<file path="src/scope_pkg.sv">
// ~~~~~~~~~~~~~~~~~~~~~~~~~~~~~~
// scope package
// widths, register map, sample and stream types, control states
// ~~~~~~~~~~~~~~~~~~~~~~~~~~~~~~
package scope_pkg;

    // adc front end
    localparam int n_channels = 6;
    localparam int sample_w = 14;
    // two leading zeros then 14 data bits, msb first
    localparam int frame_bits = 16;
    localparam int chan_w = 3;
    // counts sclk rising edges 0..frame_bits
    localparam int edge_w = $clog2(frame_bits + 1);

    // register bus
    localparam int data_w = 32;
    localparam int addr_w = 4;
    localparam int clkdiv_w = 8;

    // register byte offsets
    localparam logic [addr_w-1:0] reg_ctrl = 4'h0;
    localparam logic [addr_w-1:0] reg_period = 4'h4;
    localparam logic [addr_w-1:0] reg_clkdiv = 4'h8;
    localparam logic [addr_w-1:0] reg_overrun = 4'hc;

    // axi response codes
    localparam logic [1:0] resp_okay = 2'b00;
    localparam logic [1:0] resp_slverr = 2'b10;

    typedef logic [sample_w-1:0] sample_t;
    typedef logic [chan_w-1:0] chan_t;

    // tag in 18:16, sample in 13:0, rest zero
    typedef struct packed {
        logic [12:0] pad_hi;
        chan_t       chan;
        logic [1:0]  pad_lo;
        sample_t     sample;
    } stream_word_t;

    // conversion sequencing
    typedef enum logic [1:0] {
        idle,
        wait_tick,
        convert,
        hand_off
    } ctrl_state_t;

endpackage
</file>
<file path="src/mc_scope_top.sv">
// ~~~~~~~~~~~~~~~~~~~~~~~~~~~~~~
// motor control scope top
// register slave, control, adc receiver, packer
// ~~~~~~~~~~~~~~~~~~~~~~~~~~~~~~
`timescale 1ns/1ps

module mc_scope_top
    import scope_pkg::*;
(
    input  logic                  ss,
    input  logic                  rst,
    // axi4-lite slave
    input  logic [addr_w-1:0]     awaddr,
    input  logic                  awvalid,
    output logic                  awready,
    input  logic [data_w-1:0]     wdata,
    input  logic [data_w/8-1:0]   wstrb,
    input  logic                  wvalid,
    output logic                  wready,
    output logic [1:0]            bresp,
    output logic                  bvalid,
    input  logic                  bready,
    input  logic [addr_w-1:0]     araddr,
    input  logic                  arvalid,
    output logic                  arready,
    output logic [data_w-1:0]     rdata,
    output logic [1:0]            rresp,
    output logic                  rvalid,
    input  logic                  rready,
    // adc bus
    output logic                  cs_n,
    output logic                  sclk,
    input  logic [n_channels-1:0] miso,
    // sample stream
    output stream_word_t          m_tdata,
    output logic                  m_tvalid,
    input  logic                  m_tready
);

    logic                     enable;
    logic [data_w-1:0]        period;
    logic [clkdiv_w-1:0]      clkdiv;
    logic [data_w-1:0]        overrun_count;
    logic                     conv_start;
    logic                     conv_done;
    logic                     frame_load;
    logic                     frame_busy;
    sample_t [n_channels-1:0] samples;

    scope_regs u_regs (
        .ss(ss), .rst(rst),
        .awaddr(awaddr), .awvalid(awvalid), .awready(awready),
        .wdata(wdata), .wstrb(wstrb), .wvalid(wvalid), .wready(wready),
        .bresp(bresp), .bvalid(bvalid), .bready(bready),
        .araddr(araddr), .arvalid(arvalid), .arready(arready),
        .rdata(rdata), .rresp(rresp), .rvalid(rvalid), .rready(rready),
        .overrun_count(overrun_count),
        .enable(enable), .period(period), .clkdiv(clkdiv)
    );

    scope_ctrl u_ctrl (
        .ss(ss), .rst(rst),
        .enable(enable), .period(period),
        .conv_done(conv_done), .frame_busy(frame_busy),
        .conv_start(conv_start), .frame_load(frame_load),
        .overrun_count(overrun_count)
    );

    adc_spi_rx u_spi (
        .ss(ss), .rst(rst),
        .conv_start(conv_start), .clkdiv(clkdiv), .miso(miso),
        .cs_n(cs_n), .sclk(sclk),
        .conv_done(conv_done), .samples(samples)
    );

    sample_packer u_packer (
        .ss(ss), .rst(rst),
        .frame_load(frame_load), .samples(samples),
        .m_tready(m_tready), .m_tdata(m_tdata), .m_tvalid(m_tvalid),
        .frame_busy(frame_busy)
    );

endmodule

</file>
<file path="src/sample_packer.sv">
// ~~~~~~~~~~~~~~~~~~~~~~~~~~~~~~
// sample packer
// frame of six samples out as tagged stream words
// ~~~~~~~~~~~~~~~~~~~~~~~~~~~~~~
`timescale 1ns/1ps

module sample_packer
    import scope_pkg::*;
(
    input  logic                     ss,
    input  logic                     rst,
    input  logic                     frame_load,
    input  sample_t [n_channels-1:0] samples,
    input  logic                     m_tready,
    output stream_word_t             m_tdata,
    output logic                     m_tvalid,
    output logic                     frame_busy
);

    sample_t [n_channels-1:0] frame;
    chan_t                    chan;
    logic                     last_chan;

    assign last_chan = (chan == chan_t'(n_channels - 1));

    // frame snapshot
    always_ff @(posedge ss) begin
        if (frame_load) begin
            frame <= samples;
        end
    end

    always_ff @(posedge ss) begin
        if (rst) begin
            m_tvalid <= 1'b0;
            chan <= '0;
        end else if (frame_load) begin
            m_tvalid <= 1'b1;
            chan <= '0;
        end else if (m_tvalid && m_tready) begin
            // advance only on accepted word
            if (last_chan) begin
                m_tvalid <= 1'b0;
                chan <= '0;
            end else begin
                chan <= chan + 1'b1;
            end
        end
    end

    // word built from held state, steady while stalled
    always_comb begin
        m_tdata = '0;
        m_tdata.chan = chan;
        m_tdata.sample = frame[chan];
    end

    // busy until the sixth handshake
    assign frame_busy = m_tvalid;

endmodule

</file>
<file path="src/adc_spi_rx.sv">
// ~~~~~~~~~~~~~~~~~~~~~~~~~~~~~~
// adc serial receiver
// drives cs_n and sclk, shifts six data lanes at once
// ~~~~~~~~~~~~~~~~~~~~~~~~~~~~~~
`timescale 1ns/1ps

module adc_spi_rx
    import scope_pkg::*;
(
    input  logic                           ss,
    input  logic                           rst,
    input  logic                           conv_start,
    input  logic [clkdiv_w-1:0]            clkdiv,
    input  logic [n_channels-1:0]          miso,
    output logic                           cs_n,
    output logic                           sclk,
    output logic                           conv_done,
    output sample_t [n_channels-1:0]       samples
);

    logic                  active;
    logic [clkdiv_w-1:0]   half;
    logic [clkdiv_w-1:0]   half_cnt;
    logic [edge_w-1:0]     edges;
    logic [frame_bits-1:0] lane [n_channels];

    always_ff @(posedge ss) begin
        if (rst) begin
            active <= 1'b0;
            cs_n <= 1'b1;
            sclk <= 1'b1;
            conv_done <= 1'b0;
            half <= 8'd1;
            half_cnt <= '0;
            edges <= '0;
        end else begin
            conv_done <= 1'b0;
            if (!active) begin
                if (conv_start) begin
                    // sclk falls with cs_n, first bit due now
                    active <= 1'b1;
                    cs_n <= 1'b0;
                    sclk <= 1'b0;
                    half_cnt <= '0;
                    edges <= '0;
                    // divider latched per conversion, zero treated as one
                    half <= (clkdiv == '0) ? 8'd1 : clkdiv;
                end
            end else if (half_cnt == half - 1'b1) begin
                half_cnt <= '0;
                if (!sclk) begin
                    sclk <= 1'b1;
                    edges <= edges + 1'b1;
                end else if (edges == frame_bits[edge_w-1:0]) begin
                    // last high phase done, close the frame
                    active <= 1'b0;
                    cs_n <= 1'b1;
                    conv_done <= 1'b1;
                end else begin
                    sclk <= 1'b0;
                end
            end else begin
                half_cnt <= half_cnt + 1'b1;
            end
        end
    end

    // capture on the cycle sclk goes high
    always_ff @(posedge ss) begin
        if (active && !sclk && half_cnt == half - 1'b1) begin
            for (int i = 0; i < n_channels; i++) begin
                lane[i] <= {lane[i][frame_bits-2:0], miso[i]};
            end
        end
    end

    // leading zeros fall off the top
    always_comb begin
        for (int i = 0; i < n_channels; i++) begin
            samples[i] = lane[i][sample_w-1:0];
        end
    end

endmodule

</file>
<file path="src/scope_ctrl.sv">
// ~~~~~~~~~~~~~~~~~~~~~~~~~~~~~~
// scope control
// trigger timer, conversion sequencing, overrun count
// ~~~~~~~~~~~~~~~~~~~~~~~~~~~~~~
`timescale 1ns/1ps

module scope_ctrl
    import scope_pkg::*;
(
    input  logic              ss,
    input  logic              rst,
    input  logic              enable,
    input  logic [data_w-1:0] period,
    input  logic              conv_done,
    input  logic              frame_busy,
    output logic              conv_start,
    output logic              frame_load,
    output logic [data_w-1:0] overrun_count
);

    logic [data_w-1:0] tick_cnt;
    logic              tick;
    ctrl_state_t       state;

    // one tick every period+1 cycles while enabled
    // >= guards against period shrinking mid count
    always_ff @(posedge ss) begin
        if (rst || !enable || period == '0) begin
            tick_cnt <= '0;
            tick <= 1'b0;
        end else if (tick_cnt >= period) begin
            tick_cnt <= '0;
            tick <= 1'b1;
        end else begin
            tick_cnt <= tick_cnt + 1'b1;
            tick <= 1'b0;
        end
    end

    always_ff @(posedge ss) begin
        if (rst) begin
            state <= idle;
            conv_start <= 1'b0;
            frame_load <= 1'b0;
            overrun_count <= '0;
        end else begin
            // single cycle strobes
            conv_start <= 1'b0;
            frame_load <= 1'b0;

            // tick outside wait_tick means a frame is still in flight
            if (tick && state != wait_tick && overrun_count != '1) begin
                overrun_count <= overrun_count + 1'b1;
            end

            case (state)
                idle: begin
                    if (enable) begin
                        state <= wait_tick;
                    end
                end
                wait_tick: begin
                    if (!enable) begin
                        state <= idle;
                    end else if (tick) begin
                        conv_start <= 1'b1;
                        state <= convert;
                    end
                end
                convert: begin
                    // packer still draining the previous frame
                    if (conv_done) begin
                        if (!frame_busy) begin
                            frame_load <= 1'b1;
                            state <= wait_tick;
                        end else begin
                            state <= hand_off;
                        end
                    end
                end
                hand_off: begin
                    if (!frame_busy) begin
                        frame_load <= 1'b1;
                        state <= wait_tick;
                    end
                end
                default: state <= idle;
            endcase
        end
    end

endmodule

</file>
<file path="src/scope_regs.sv">
// ~~~~~~~~~~~~~~~~~~~~~~~~~~~~~~
// scope register slave
// axi4-lite access to enable, period, divider, overrun count
// ~~~~~~~~~~~~~~~~~~~~~~~~~~~~~~
`timescale 1ns/1ps

module scope_regs
    import scope_pkg::*;
(
    input  logic                  ss,
    input  logic                  rst,
    // write address and data
    input  logic [addr_w-1:0]     awaddr,
    input  logic                  awvalid,
    output logic                  awready,
    input  logic [data_w-1:0]     wdata,
    input  logic [data_w/8-1:0]   wstrb,
    input  logic                  wvalid,
    output logic                  wready,
    // write response
    output logic [1:0]            bresp,
    output logic                  bvalid,
    input  logic                  bready,
    // read channels
    input  logic [addr_w-1:0]     araddr,
    input  logic                  arvalid,
    output logic                  arready,
    output logic [data_w-1:0]     rdata,
    output logic [1:0]            rresp,
    output logic                  rvalid,
    input  logic                  rready,
    // status in, settings out
    input  logic [data_w-1:0]     overrun_count,
    output logic                  enable,
    output logic [data_w-1:0]     period,
    output logic [clkdiv_w-1:0]   clkdiv
);

    logic wr_fire;
    logic rd_fire;
    logic wr_mapped;

    // byte lane merge for strobed writes
    function automatic logic [data_w-1:0] apply_strb(
        input logic [data_w-1:0]   cur,
        input logic [data_w-1:0]   data,
        input logic [data_w/8-1:0] strb
    );
        logic [data_w-1:0] res;
        res = cur;
        for (int b = 0; b < data_w / 8; b++) begin
            if (strb[b]) begin
                res[8*b +: 8] = data[8*b +: 8];
            end
        end
        return res;
    endfunction

    // aw and w taken together, one response outstanding
    assign awready = awvalid && wvalid && !bvalid;
    assign wready = awready;
    assign wr_fire = awvalid && awready && wvalid && wready;

    // single read in flight
    assign arready = !rvalid;
    assign rd_fire = arvalid && arready;

    // overrun offset is mapped but read only
    assign wr_mapped = (awaddr == reg_ctrl) || (awaddr == reg_period) ||
                       (awaddr == reg_clkdiv) || (awaddr == reg_overrun);

    always_ff @(posedge ss) begin
        if (rst) begin
            enable <= 1'b0;
            period <= '0;
            clkdiv <= '0;
            bvalid <= 1'b0;
        end else begin
            // response held until bready
            if (bvalid && bready) begin
                bvalid <= 1'b0;
            end
            if (wr_fire) begin
                bvalid <= 1'b1;
                case (awaddr)
                    reg_ctrl: begin
                        if (wstrb[0]) begin
                            enable <= wdata[0];
                        end
                    end
                    reg_period: period <= apply_strb(period, wdata, wstrb);
                    reg_clkdiv: begin
                        // divider fits the low byte
                        if (wstrb[0]) begin
                            clkdiv <= wdata[clkdiv_w-1:0];
                        end
                    end
                    default: ;
                endcase
            end
        end
    end

    always_ff @(posedge ss) begin
        if (wr_fire) begin
            bresp <= wr_mapped ? resp_okay : resp_slverr;
        end
    end

    always_ff @(posedge ss) begin
        if (rst) begin
            rvalid <= 1'b0;
        end else if (rd_fire) begin
            rvalid <= 1'b1;
        end else if (rready) begin
            rvalid <= 1'b0;
        end
    end

    // read data captured at the ar handshake
    always_ff @(posedge ss) begin
        if (rd_fire) begin
            rresp <= resp_okay;
            case (araddr)
                reg_ctrl: rdata <= {{(data_w-1){1'b0}}, enable};
                reg_period: rdata <= period;
                reg_clkdiv: rdata <= {{(data_w-clkdiv_w){1'b0}}, clkdiv};
                reg_overrun: rdata <= overrun_count;
                default: begin
                    rdata <= '0;
                    rresp <= resp_slverr;
                end
            endcase
        end
    end

endmodule

</file>
<file path="config.mk">
export PLATFORM = sky130hd
export DESIGN_NAME = mc_scope_top
export DESIGN_NICKNAME = d
export VERILOG_FILES = /design/src/scope_pkg.sv /design/src/mc_scope_top.sv /design/src/sample_packer.sv /design/src/adc_spi_rx.sv /design/src/scope_ctrl.sv /design/src/scope_regs.sv
export SDC_FILE = /design/constraint.sdc
export NUM_CORES = 1
export LEC_CHECK = 0
export BUFFER_PORTS_ARGS = -buffer_cell sky130_fd_sc_hd__buf_2
export CORE_UTILIZATION = 50
export CTS_CLUSTER_DIAMETER = 200
export DETAILED_ROUTE_END_ITERATION = 7
export PLACE_DENSITY = 0.65
export SETUP_SLACK_MARGIN = 0.15
export SLEW_MARGIN = 20
export SYNTH_ARGS = -nofsm -noshare
export SYNTH_HDL_FRONTEND = slang
export SYNTH_SLANG_ARGS = --single-unit
</file>
<file path="constraint.sdc">
create_clock -name ss -period 8.9 [get_ports ss]
set_input_delay 0 -clock ss [delete_from_list [all_inputs] [get_ports ss]]
set_output_delay 0 -clock ss [all_outputs]
set_load 0.01 [all_outputs]
</file>
---- Yosys cells after proc, flatten, opt, wreduce, memory -nomap -nowiden ----
Memories as Yosys holds them, arrays and structs flattened.
Index checks and enable logic that the tools add are counted.
storage, ports and cells
  bits in writable memories ............... 96
  register bits ........................... 261
  memories kept ........................... 1
  output and inout bits ................... 76
  word-level logic and storage cells ...... 165
  bits of input ports ..................... 58
operators by class
  add/subtract/negate cells ............... 6
  bitwise gates (word level) .............. 5
  reduce and logical (&&, ||, !) cells .... 48
  order comparisons ....................... 2
  equality and inequality tests ........... 22
  muxes and demuxes ....................... 49
memory list
  name        depth  width  rd ports  clocked after Yosys merged registers in  wr ports  RTL line          text
  u_spi.lane  6      16     6         0                                        6         adc_spi_rx.sv:25  logic [frame_bits-1:0] lane [n_channels];
operator list
  operator                                             number
  case mux 32 bit (4 select lines)                     1
  adder 32 x 1 -> 32 bit, second input constant        2
  binary-select mux 14 bit (select 3 bit)              1
  >= comparator 32 bit                                 1
  logical NOT 32 bit                                   1
  two-way mux 8 bit                                    4
  inequality test 32 bit, second input constant        1
  two-way mux 1 bit                                    27
  AND reduction 3 bit                                  7
  two-way mux 5 bit                                    4
  equality test 4 bit, second input constant           4
  two-way mux 2 bit                                    8
  two-way mux 14 bit                                   1
  logical AND 1 bit                                    12
  inequality test 2 bit, second input constant         5
  nonzero test 2 bit                                   5
  adder 8 x 1 -> 8 bit, second input constant          1
  equality test 4 x 3 -> 1 bit, second input constant  2
  equality test 8 bit                                  1
  logical NOT 4 bit                                    2
  logical NOT 8 bit                                    1
  case mux 2 bit (4 select lines)                      1
  AND reduction 4 bit                                  2
  OR reduction 4 bit                                   2
  19 further kinds                                     36

---- Longest topological paths before layout ----
  word-level depth ........................ 6
  depth in mapped cells ................... 9
  depth with buffers taken out ............ 8

---- Cells and area by module ----
A second synthesis with hierarchy kept.
unflattened totals
  cells, all modules ...................... 1,286
  area total of the unflattened synthesis .. 15,248.4 sq um
by module, submodules not included
  module         cells an instance  area an instance (sq um)  seq. area each (sq um)  instances
  scope_ctrl     518                4,262.8                   1,381.3                 1
  adc_spi_rx     269                4,038.9                   3,022.9                 1
  sample_packer  203                3,549.7                   2,602.5                 1
  scope_regs     296                3,397.0                   1,881.8                 1

---- Least setup slack after synthesis ----
No wires, ideal clock.
  kind .................................... register -> register
  start point ............................. register u_spi.half[0]
  end point ............................... memory u_spi.lane[0][0] (enable)
  clock period less this slack ............ 6,238 ps
  cell stages (with the launch flop) ...... 9
  path slack .............................. 2,662 ps
  data arrival time ....................... 5,701 ps
  required time ........................... 8,363 ps
  setup time .............................. 537 ps
  path buffers ............................ 0
  cell sequence ........................... dfxtp_1 -> inv_1 -> ha_1 -> o21ba_1 -> a221oi_2 -> a41oi_1 -> or3_2 -> or2_2 -> nor2b_1
RTL lines
  item                      RTL line          text
  start: declaration        adc_spi_rx.sv:22  logic [clkdiv_w-1:0] half;
  start signal: assignment  adc_spi_rx.sv:47  half <= (clkdiv == '0) ? 8'd1 : clkdiv;
  end: declaration          adc_spi_rx.sv:25

==> metrics.txt <==
Rows 62; routed wire length 31300 um; Die W 173 um; Initial DRC Count 761; r2r startpoint u_spi.half[0]; HP Class input port to flop; asr flop ratio synth 0; Peak VDD IR roughly 0.17 mV; r2r setup slk between 5000 and 6000 ps; Design Power between 3 and 4 mW; drt first pass iters 5; Worst Hold Launch wstrb[0]; fillers 2262; CP delay by family, top simple AND/OR/NAND/NOR gates; CTS Buf Count 37; RSZ-0062 raised after global routing false; Root Driver clkbuf_16; WHS 18.1 ps; Critical Path AT roughly 3800 ps; die area slightly below 0.03 mm^2; Die H between 150 and 200 um; Final Instance Count excl. Fillers 1813; synth top area cells edfxtp_1, dfxtp_1, mux2i_1, nor2_1, ha_1; Slew @ Worst Pin 1090 ps; area grow syn2layout 20.1%; CP peak stage delay approximately 800 ps; setup TNS 0 ps; Slew HR 0.272; Post-Syn Instances 1207; Final min period 3660 ps; area occupied by multi-input gates 0.00518 mm^2; Reg area between 0.008 and 0.009 mm^2; clk_skew between 15 and 20 ps; total global-route track usage 0.211; library cells used by synthesis 63; Hold Path Depth 5; CTS Buffer Depth 3; syn avg cell area about 12 um^2; CTS tree done; Crit Path Max Fanout 84; most frequent cell after synthesis edfxtp_1; initial antenna violation count 2; Hold EP u_regs.enable; status finished clean; Worst-Skew Late Latency 530 ps; RR Endpoint u_spi.lane[0][2]; # Post-CTS Setup Buffers 0; Overflow after GRT 0; Placer Congestion approximately 0.86; fin util 0.610; Post-Layout Inst Area 0.0175 mm^2; Buffers on Ports 116; H-tree levels 2; top cells by count, synth edfxtp_1, nor2_1, dfxtp_1; Core Area 0.0287 mm^2; Power Dens Cells 191 mW/mm^2; Critical Path, Cell by Cell inv_1, ha_1, o21ba_1, a221oi_2, a41oi_1, or3_2, or2_2, nor2b_4, buf_4; area share of the largest cell type after synthesis 0.416; crit share post-route 0.411; Synth Warn # 0; Final Net Count 1498; Placed Instances 1665; placed instance area 0.0154 mm^2; I/O pins 134; synthesized flop and latch total between 300 and 400; nature of the critical path startpoint flop; cell depth of the worst flop-to-flop path 9; Post-synth EDFFs ~200; final hold vios 0; Initial Utilization 0.508; CP endpoint kind flop; cell taking the most area after synthesis edfxtp_1; critical path class flop to flop; vias in the first global route 9626; total number of vias a little under 10000; global-route wire length before repair 50300 um; dominant synthesized flop cell edfxtp_1; CP Data Required Time between 9000 and 10000 ps; post-synthesis instance area 0.0146 mm^2; DR vias/cell 5.42; WL/cell 17.3 um; slowest CP cell buf_4; Max Clk Rate 273 MHz; Static Leak 6.64 nW; share of layout cells above drive strength 1 0.154; Seq/Total Area, Yosys 0.610; largest net degree at the start of global routing 89; Max-Cap Viols 0; Final setup viols 0; Detailed Place HPWL 20500 um; final setup margin 5240 ps; Clock Sinks 343; CP Buf/Inv Count 2; worst slack at placement 5260 ps; clock slew at reported path FFs approximately 60 ps; Slew Limit Fails 0; Routed Antenna Nets 0; DR DRC count 0
-- flip-flops by register name (all words and copies together) (netlist names), 32 cells and up --
register / flops
u_ctrl.overrun_count: 32
u_spi.lane: 84
u_regs.period: 32
u_packer.frame: 84
u_regs.rdata: 32
u_ctrl.tick_cnt: 32
-- placed cells by master (no fill, tap or decap), types with 5 or more instances in the layout --
master / count
nand4_1: 31
conb_1: 17
buf_4: 7
edfxtp_1: 202
nand2_1: 68
a22oi_1: 7
clkbuf_16: 37
xor2_1: 30
inv_1: 66
mux2_2: 9
o21ai_0: 13
nor3_1: 25
mux2i_1: 58
nor2b_1: 17
a211oi_1: 8
dfxtp_1: 139
nand3_1: 30
dlygate4sd3_1: 77
bufinv_16: 6
xnor2_1: 38
buf_2: 115
and4_1: 9
a22o_1: 24
mux4_2: 15
clkinv_1: 11
and3_1: 8
or2_2: 5
ha_1: 43
and2_1: 9
nor4_1: 14
o22ai_1: 16
o211ai_1: 6
a21oi_1: 44
nor2_1: 146
-- how the worst max path moves through the flow --
stage | startpoint | endpoint | slack (ps) | cells past startpoint
4_1_cts | u_spi.half[0] | u_spi.lane[1][1] | 5240 | 9
5_1_grt | u_spi.half[0] | u_spi.lane[1][1] | 5090 | 9
3_3_place_gp | u_spi.half[0] | u_spi.lane[3][0] | 5310 | 9
6_report | u_spi.half[0] | u_spi.lane[0][2] | 5240 | 9
2_1_floorplan | u_spi.half[0] | u_spi.lane[0][0] | 2660 | 8
3_5_place_dp | u_spi.half[0] | u_spi.lane[2][6] | 5260 | 9
-- per-layer routing --
layer | vias up | track usage | share of wire
li1 | 4742 | - | -
met1 | 4804 | 0.293 | 0.46
met2 | 225 | 0.339 | 0.47
met3 | 55 | 0.0317 | 0.047
met4 | 0 | 0.0704 | 0.025
met5 | - | 0 | 0
-- layout make-up --
class                   count  area share
well taps                 384      0.0274
clock inverters            25      0.0180
diodes                      3    0.000429
inverters                  66      0.0142
clock buffers              43      0.0553
flip-flops and latches    343       0.508
multi-input cells         749       0.296
repair buffers            200      0.0806
-- worst min-delay path: cells and delay by family --
| family | cells | cell delay, ps |
|---|---|---|
| buf+inv | 1 | 100 |
| mux | 1 | 120 |
| simple gates | 3 | 280 |
-- power breakdown --
part	leakage, nW	internal (mW)	total [mW]	switching (mW)
clock network	0.620	0.962	1.58	0.620
registers	2.98	1.67	1.68	0.00521
logic	3.04	0.0397	0.0861	0.0463
-- what timing repair did --
| item | 4_1_cts | 5_1_grt |
|---|---|---|
| endpoints found under the hold margin | 73 | 0 |
| hold buffers | 77 | 0 |
| resized for setup | 0 | 0 |
-- logic make-up (layout without fill, tap and decap cells) --
group / Yosys count / count (layout) / synth area share
compound gates: 141 / 141 / 0.0661
xor+xnor: 68 / 68 / 0.0409
fa+ha+maj: 43 / 43 / 0.0369
buf+inv: 131 / 334 / 0.0399
flops: 343 / 343 / 0.610
mux: 83 / 83 / 0.0708
other cells: 1 / 20 / 0.000257
simple gates: 397 / 397 / 0.135
Note: power is estimated with default switching activity, not from simulation.
